`src/video_read_pkg.sv`:
```
package video_read_pkg;

	// pixel format, one byte per pixel in memory
	localparam int pixel_width = 8;

	// memory bus
	localparam int addr_width = 32;
	localparam int data_width = 32;
	localparam int adata_pixels = data_width / pixel_width;
	localparam int adata_bits = $clog2(adata_pixels);

	// image geometry counters
	localparam int img_wbits = 12;
	localparam int img_hbits = 12;

	// defaults for the top level parameters
	localparam int default_burst_len = 16;
	localparam int default_img_stride = 1024;

	function automatic int burst_pixels(int burst_len);
		return adata_pixels * burst_len;
	endfunction

	function automatic int burst_index_bits(int burst_len);
		return $clog2(burst_pixels(burst_len));
	endfunction

endpackage
```
`src/window_config.sv`:
```
`timescale 1ns/100ps

module window_config import video_read_pkg::*; #(
	parameter int burst_len = default_burst_len,
	parameter int img_stride = default_img_stride
) (
	input  logic clk,
	input  logic resetn,
	input  logic fsync,
	input  logic [addr_width-1:0] cfg_frame_addr,
	input  logic [img_wbits-1:0] cfg_win_left,
	input  logic [img_wbits-1:0] cfg_win_width,
	input  logic [img_hbits-1:0] cfg_win_top,
	input  logic [img_hbits-1:0] cfg_win_height,
	input  logic [img_wbits-1:0] cfg_dst_width,
	input  logic [img_hbits-1:0] cfg_dst_height,
	input  logic cfg_req,
	output logic cfg_ack,
	output logic [addr_width-1:0] frame_addr,
	output logic [addr_width-1:0] frame_offset,
	output logic [img_wbits-1:0] fetch_pixels,
	output logic [img_wbits-1:0] read_offset,
	output logic [img_wbits-1:0] win_width,
	output logic [img_hbits-1:0] win_height,
	output logic [img_wbits-1:0] dst_width,
	output logic [img_hbits-1:0] dst_height
);
	localparam int index_bits = burst_index_bits(burst_len);

	logic [addr_width-1:0] pend_frame_addr;
	logic [img_wbits-1:0] pend_win_left;
	logic [img_wbits-1:0] pend_win_width;
	logic [img_hbits-1:0] pend_win_top;
	logic [img_hbits-1:0] pend_win_height;
	logic [img_wbits-1:0] pend_dst_width;
	logic [img_hbits-1:0] pend_dst_height;
	logic [img_wbits-1:0] aligned_left;
	logic [img_wbits-1:0] head_pixels;
	logic [img_wbits-1:0] fetch_raw;
	logic capture;

	// take the data on the first cycle of a request
	assign capture = cfg_req && !cfg_ack;

	always_ff @(posedge clk) begin
		if (!resetn) begin
			cfg_ack <= 1'b0;
		end else if (capture) begin
			cfg_ack <= 1'b1;
		end else if (!cfg_req && cfg_ack) begin
			cfg_ack <= 1'b0;
		end
	end

	always_ff @(posedge clk) begin
		if (capture) begin
			pend_frame_addr <= cfg_frame_addr;
			pend_win_left <= cfg_win_left;
			pend_win_width <= cfg_win_width;
			pend_win_top <= cfg_win_top;
			pend_win_height <= cfg_win_height;
			pend_dst_width <= cfg_dst_width;
			pend_dst_height <= cfg_dst_height;
		end
	end

	// fetch starts on a burst boundary, the head is skipped when reading out
	assign aligned_left = {pend_win_left[img_wbits-1:index_bits], {index_bits{1'b0}}};
	assign head_pixels = {{(img_wbits-index_bits){1'b0}}, pend_win_left[index_bits-1:0]};
	assign fetch_raw = head_pixels + pend_win_width + img_wbits'(adata_pixels - 1);

	always_ff @(posedge clk) begin
		if (fsync) begin
			frame_addr <= pend_frame_addr;
			frame_offset <= addr_width'(aligned_left)
				+ addr_width'(pend_win_top) * addr_width'(img_stride);
			fetch_pixels <= {fetch_raw[img_wbits-1:adata_bits], {adata_bits{1'b0}}};
			read_offset <= head_pixels;
			win_width <= pend_win_width;
			win_height <= pend_win_height;
			dst_width <= pend_dst_width;
			dst_height <= pend_dst_height;
		end
	end

endmodule

```
`config.mk`:
```
export PLATFORM = sky130hd
export DESIGN_NAME = window_config
export DESIGN_NICKNAME = d
export VERILOG_FILES = /design/src/video_read_pkg.sv /design/src/window_config.sv
export SDC_FILE = /design/constraint.sdc
export NUM_CORES = 1
export LEC_CHECK = 0
export BUFFER_PORTS_ARGS = -buffer_cell sky130_fd_sc_hd__buf_2
export CORE_ASPECT_RATIO = 0.7
export CORE_MARGIN = 2
export CORE_UTILIZATION = 50
export DETAILED_ROUTE_END_ITERATION = 12
export GPL_TIMING_DRIVEN = 0
export PLACE_DENSITY = 0.79
export SYNTH_ARGS = -nofsm -noshare
export SYNTH_HDL_FRONTEND = slang
export SYNTH_SLANG_ARGS = --single-unit
```
`constraint.sdc`:
```
create_clock -name clk -period 3.66 [get_ports clk]
set_input_delay 0 -clock clk [delete_from_list [all_inputs] [get_ports clk]]
set_output_delay 0 -clock clk [all_outputs]
set_load 0.005 [all_outputs]
```
# After elaboration in Yosys (flattened, before gate mapping)
# Index checks and enable logic that the tools add are counted.
[totals]
register_bits = 233
inputBits = 108
output_inout_bits = 137
word_cells = 26
[op_classes]
add_sub_neg = 3
mux = 2
reduce_logical = 5
[ops]
columns = ["cell", "count"]
rows = [
  ["adder 12 x 22 -> 23 bit", 1],
  ["adder 12 x 2 -> 12 bit (second input constant)", 1],
  ["adder 6 x 12 -> 12 bit", 1],
  ["logical AND 1 bit", 2],
  ["logical NOT 1 bit", 2],
  ["two-way mux 1 bit", 2],
  ["nonzero test 2 bit", 1],
]

# Depth between registers and ports, before layout
[logic_depth]
ltp_word = 4
depth_mapped = 8
depth_no_buf = 8

# Worst setup path after synthesis
# No wires, ideal clock.
[synth_path]
kind = "reg2reg"
from = "register cfg_ack"
to = "register pend_dst_height[0] (enable)"
setup_ps = 476
arrival_ps = 2835
required_ps = 3184
path_slack_ps = 349
path_stages_with_launch = 3
path_buffers = 0
synth_period_minus_slack_ps = 3311
path_cell_list = "dfxtp_1 inv_1 ha_1"
[synth_between]
elab_chain_len = 2
[synth_lines]
columns = ["item", "line_no", "source"]
rows = [
  ["start: declaration", "window_config.sv:18", "output logic cfg_ack,"],
  ["start signal: assignment", "window_config.sv:47", "cfg_ack <= 1'b0;"],
  ["start signal: assignment", "window_config.sv:49", "cfg_ack <= 1'b1;"],
  ["start signal: assignment", "window_config.sv:51", "cfg_ack <= 1'b0;"],
  ["logical NOT 1 bit", "window_config.sv:43", "assign capture = cfg_req && !cfg_ack;"],
  ["logical AND 1 bit", "window_config.sv:43", ""],
  ["via capture", "window_config.sv:40", "logic capture;"],
  ["end signal: assignment", "window_config.sv:63", "pend_dst_height <= cfg_dst_height;"],
  ["end: declaration", "window_config.sv:36", "logic [img_hbits-1:0] pend_dst_height;"],
]
# The timed path passes the listed nets, and every way through them passes these cells.
# A chain may end at the register's enable or synchronous reset.

# Worst setup path in the final report
[layout_path]
from = "register pend_win_left[1]"
to = "register fetch_pixels[11] (data pin)"
[layout_between]
elab_chain_len = 2
[layout_lines]
columns = ["item", "line_no", "source"]
rows = [
  ["start: declaration", "window_config.sv:31", "logic [img_wbits-1:0] pend_win_left;"],
  ["start signal: assignment", "window_config.sv:58", "pend_win_left <= cfg_win_left;"],
  ["adder 6 x 12 -> 12 bit", "window_config.sv:70", "assign fetch_raw = head_pixels + pend_win_width + img_wbits'(adata_pixels - 1);"],
  ["adder 12 x 2 -> 12 bit", "window_config.sv:70", ""],
  ["via fetch_raw[11]", "window_config.sv:39", "logic [img_wbits-1:0] fetch_raw;"],
  ["end signal: assignment", "window_config.sv:77", "fetch_pixels <= {fetch_raw[img_wbits-1:adata_bits], {adata_bits{1'b0}}};"],
  ["end: declaration", "window_config.sv:21", "output logic [img_wbits-1:0] fetch_pixels,"],
]
# The timed path passes the listed nets, and every way through them passes these cells.

==> impl_results.html <==
<table>
<tr><th>Metric</th><th>Value</th></tr>
<tr><th colspan="2">Outcome</th></tr>
<tr><td>Run status</td><td>complete, no violations</td></tr>
<tr><th colspan="2">Worst setup path</th></tr>
<tr><td>Worst Path Required</td><td>3890 ps</td></tr>
<tr><td>Kind of launch point of the worst setup path</td><td>flop</td></tr>
<tr><td>R2R Setup Slk</td><td>1390 ps</td></tr>
<tr><td>Path depth of the worst reg2reg path</td><td>8</td></tr>
<tr><td>Maximum net fanout on the critical path</td><td>4</td></tr>
<tr><td>Critical path arrival</td><td>2500 ps</td></tr>
<tr><td>Sort of element at the end of the critical path</td><td>flop</td></tr>
<tr><td>Critical path start-end classification</td><td>reg2reg</td></tr>
<tr><th colspan="2">Cells and area</th></tr>
<tr><td>Count of antenna diodes in the layout</td><td>0</td></tr>
<tr><td>Filler Cell Count</td><td>891</td></tr>
<tr><td>Multi-input gate area</td><td>801 um2</td></tr>
<tr><td>Storage cell area</td><td>0.00654 mm2</td></tr>
<tr><td>Net count, final</td><td>841</td></tr>
<tr><td>Post-route cell area</td><td>0.0106 mm2</td></tr>
<tr><td>Final design utilization</td><td>72.5%</td></tr>
<tr><td>Final Non-Filler Cells</td><td>927</td></tr>
<tr><td>Area growth syn-to-layout</td><td>42.3%</td></tr>
<tr><td>Fraction of final layout cells sized beyond drive strength 1</td><td>37.6%</td></tr>
<tr><th colspan="2">Global route</th></tr>
<tr><td>Vias in the first global route</td><td>4,648</td></tr>
<tr><td>Antenna violations before repair</td><td>0</td></tr>
<tr><td>Global-route wire length before repair</td><td>23,600 um</td></tr>
<tr><td>Largest net degree at the start of global routing</td><td>64</td></tr>
<tr><td>Global-route congestion overflow total</td><td>0</td></tr>
<tr><td>Overall routing resource usage</td><td>19.5%</td></tr>
<tr><th colspan="2">Timing</th></tr>
<tr><td>Clock skew after layout</td><td>6.84 ps</td></tr>
<tr><td>RSZ-0062 raised after global routing</td><td>no</td></tr>
<tr><td>Highest attainable clock frequency</td><td>440 MHz</td></tr>
<tr><td>Slew at the pin closest to its max-slew limit</td><td>885 ps</td></tr>
<tr><td>Final cycle utilization of the critical path</td><td>62.1%</td></tr>
<tr><td>Time the worst path needs with I/O delays and setup</td><td>2270 ps</td></tr>
<tr><td>Final Hold Viols</td><td>0</td></tr>
<tr><td>Worst-case headroom to the max-slew limit</td><td>41.0%</td></tr>
<tr><td>Total Neg Setup Slack</td><td>0 ps</td></tr>
<tr><td>Worst Setup Slack, final</td><td>1390 ps</td></tr>
<tr><td>Number of slew-limit violations in the final report</td><td>0</td></tr>
<tr><td>Worst Hold Margin</td><td>89.5 ps</td></tr>
<tr><td># setup viols final</td><td>0</td></tr>
<tr><th colspan="2">Placement</th></tr>
<tr><td>DP Cell Count</td><td>784</td></tr>
<tr><td>Placed wire-length estimate after detailed placement</td><td>9480 um</td></tr>
<tr><td>Global placement routability congestion</td><td>0.807</td></tr>
<tr><td>Minimum setup slack after placement</td><td>1420 ps</td></tr>
<tr><td>Post-DP Area</td><td>0.00895 mm2</td></tr>
<tr><td>IO buf count</td><td>221</td></tr>
<tr><th colspan="2">Synthesis</th></tr>
<tr><td>Area share of the largest cell type after synthesis</td><td>87.4%</td></tr>
<tr><td>Largest cells by area after synthesis</td><td>sky130_fd_sc_hd__edfxtp_1 87%, sky130_fd_sc_hd__buf_4 2.3%, sky130_fd_sc_hd__ha_1 2.2%</td></tr>
<tr><td>Sequential element share of the synthesized area</td><td>87.7%</td></tr>
<tr><td>Unique cell type count in the Yosys netlist</td><td>34</td></tr>
<tr><td>Average cell area after synthesis</td><td>21.7 um2</td></tr>
<tr><td>Post-synthesis instance area</td><td>0.00745 mm2</td></tr>
<tr><td>Library cell occupying the most area in the post-synthesis netlist</td><td>sky130_fd_sc_hd__edfxtp_1</td></tr>
<tr><td>Ys Warns</td><td>0</td></tr>
<tr><td>Post-synthesis instance total</td><td>344</td></tr>
<tr><td>Seq cells post-synth</td><td>218</td></tr>
<tr><th colspan="2">Clock tree</th></tr>
<tr><td>Clock Path Buffers</td><td>3</td></tr>
<tr><td>CTS H-Tree Depth</td><td>1</td></tr>
<tr><td>Clock net sink count</td><td>218</td></tr>
<tr><td>TritonCTS buffer count</td><td>21</td></tr>
<tr><td>Clock transition at the register clock pins on the worst setup and hold paths after CTS</td><td>60 ps</td></tr>
<tr><td>Root cell of the clock tree</td><td>sky130_fd_sc_hd__clkbuf_16</td></tr>
<tr><td>Count of buffers added by post-CTS timing repair for setup</td><td>0</td></tr>
<tr><td>Clock Latency Late Sink</td><td>480 ps</td></tr>
<tr><td>TritonCTS clock tree</td><td>built</td></tr>
<tr><th colspan="2">Min path</th></tr>
<tr><td>Worst hold stages</td><td>1</td></tr>
<tr><td>Type of the tightest min-delay check</td><td>in2reg</td></tr>
<tr><th colspan="2">Floorplanning</th></tr>
<tr><td>Die Width</td><td>150 um</td></tr>
<tr><td>Floorplan core area</td><td>0.0146 mm2</td></tr>
<tr><td>Effective utilization at floorplan</td><td>50.9%</td></tr>
<tr><td>Cell Rows</td><td>37</td></tr>
<tr><td>I/O pin total</td><td>245</td></tr>
<tr><td>Full die area</td><td>0.0159 mm2</td></tr>
<tr><td>Vertical extent of the die</td><td>106 um</td></tr>
<tr><th colspan="2">Routing</th></tr>
<tr><td>Post-detailed-route DRC marker count</td><td>0</td></tr>
<tr><td>WL final</td><td>15,800 um</td></tr>
<tr><td>Average via count per standard cell</td><td>4.76</td></tr>
<tr><td>Avg WL per Cell</td><td>17.1 um</td></tr>
<tr><td>Number of iterations in the first detailed-routing pass</td><td>4</td></tr>
<tr><td>Remaining antenna violation count</td><td>0</td></tr>
<tr><td>Starting DRC count in detailed routing</td><td>188</td></tr>
<tr><td>Detailed-route via count</td><td>4,408</td></tr>
<tr><th colspan="2">Pwr</th></tr>
<tr><td>Leakage power</td><td>4.30 nW</td></tr>
<tr><td>Power density normalized to cell area</td><td>511 mW/mm2</td></tr>
<tr><td>Total power consumption of the routed design</td><td>5.42 mW</td></tr>
<tr><td>Peak supply drop</td><td>0.398 mV</td></tr>
<tr><th colspan="2">Job</th></tr>
<tr><td>MaxCap Viol Count</td><td>0</td></tr>
</table>
[worst max-delay path, stage by stage (launching register included)]
cell and delay (ps):
sky130_fd_sc_hd__edfxtp_1 380, sky130_fd_sc_hd__inv_1 90, sky130_fd_sc_hd__ha_1 220, sky130_fd_sc_hd__o21bai_1 230
sky130_fd_sc_hd__fa_1 460, sky130_fd_sc_hd__nor2b_1 170, sky130_fd_sc_hd__o31a_1 210, sky130_fd_sc_hd__o211ai_1 120
sky130_fd_sc_hd__xnor2_1 150
[Yosys cell counts]
cell / n
sky130_fd_sc_hd__nor2_1: 7
sky130_fd_sc_hd__nand2_1: 12
sky130_fd_sc_hd__o21ai_0: 3
sky130_fd_sc_hd__dfxtp_1: 1
sky130_fd_sc_hd__buf_4: 23
sky130_fd_sc_hd__a311oi_1: 1
sky130_fd_sc_hd__a2111oi_2: 1
sky130_fd_sc_hd__o21bai_1: 1
sky130_fd_sc_hd__nand4_1: 4
sky130_fd_sc_hd__o311ai_1: 2
sky130_fd_sc_hd__buf_2: 1
sky130_fd_sc_hd__inv_1: 9
sky130_fd_sc_hd__xor2_1: 6
sky130_fd_sc_hd__edfxtp_1: 217
sky130_fd_sc_hd__nor2b_1: 2
sky130_fd_sc_hd__xnor2_1: 10
sky130_fd_sc_hd__nand2b_1: 2
sky130_fd_sc_hd__and3_1: 4
sky130_fd_sc_hd__mux2i_1: 1
sky130_fd_sc_hd__nor4_1: 1
sky130_fd_sc_hd__a21oi_1: 3
sky130_fd_sc_hd__a21o_1: 2
sky130_fd_sc_hd__o22ai_1: 1
sky130_fd_sc_hd__o211ai_1: 2
sky130_fd_sc_hd__nand3_1: 3
sky130_fd_sc_hd__o211a_1: 1
sky130_fd_sc_hd__ha_1: 13
sky130_fd_sc_hd__o31a_1: 1
sky130_fd_sc_hd__and4_1: 1
sky130_fd_sc_hd__o221ai_1: 1
sky130_fd_sc_hd__nand3_2: 1
sky130_fd_sc_hd__nor3_1: 4
sky130_fd_sc_hd__conb_1: 1
sky130_fd_sc_hd__fa_1: 2
[report_power, final]
group          switching, mW  internal, mW
sequential            0.0650          2.97
combinational          0.240         0.256
clock                  0.835          1.05
[flip-flops by register name, summed over array words and instances, names as in the netlist, 6 cells and up]
register,cells
frame_addr,32
dst_height,12
pend_win_left,12
pend_dst_height,12
frame_offset,17
pend_win_top,12
read_offset,6
win_width,12
pend_win_height,12
pend_dst_width,12
fetch_pixels,10
win_height,12
pend_win_width,12
dst_width,12
pend_frame_addr,32
[final cells by class]
| cell class | instances | area share [%] |
|---|---|---|
| Buffer | 24 | 1.68 |
| Tap cell | 195 | 2.30 |
| Timing Repair Buffer | 329 | 20.9 |
| Inverter | 9 | 0.319 |
| Clock buffer | 26 | 5.13 |
| Multi-Input combinational cell | 115 | 7.55 |
| Clock inverter | 11 | 0.472 |
| Sequential cell | 218 | 61.6 |
[layout by cell type (no fill, tap or decap), drive strengths merged, types with 3 or more instances in the layout]
cell / netlist / final
a21oi: 3 / 3
conb: 1 / 23
edfxtp: 217 / 217
ha: 13 / 13
nor3: 4 / 4
nor2: 7 / 7
xor2: 6 / 6
dlygate4sd3: 0 / 106
inv: 9 / 9
o21ai: 3 / 3
and3: 4 / 4
nand2: 12 / 12
buf: 24 / 247
clkbuf: 0 / 26
nand3: 4 / 4
clkinv: 0 / 11
xnor2: 10 / 10
nand4: 4 / 4
[what timing repair did]
action | CTS | global route
endpoints found under the hold margin | 105 | 0
gates resized for setup | 0 | 0
hold buffers | 106 | 0
[path summary, 6_finish.rpt]
kind	startpoint	to
max	pend_win_left[1]	fetch_pixels[11]
min	fsync	dst_height[6]
max reg2reg	pend_win_left[1]	fetch_pixels[11]
min reg2reg	pend_win_left[9]	frame_offset[9]
[metal layers]
layer,GRT usage [%],part of all wire (%)
met1,22.7,38
met2,34.9,51
met3,6.65,8.7
met4,4.65,2.3
met5,0,0
[cells by family (layout without fill, tap and decap cells)]
kind of cell / count (synthesis) / in the layout / share of synthesized area (%)
compound gates: 19 / 19 / 1.91
xor+xnor: 16 / 16 / 1.88
fa+ha+maj: 15 / 15 / 2.72
buf+inv: 33 / 399 / 2.84
flops: 218 / 218 / 87.7
mux: 1 / 1 / 0.134
other cells: 1 / 23 / 0.0503
simple gates: 41 / 41 / 2.77
(Power assumes the default switching activity.)
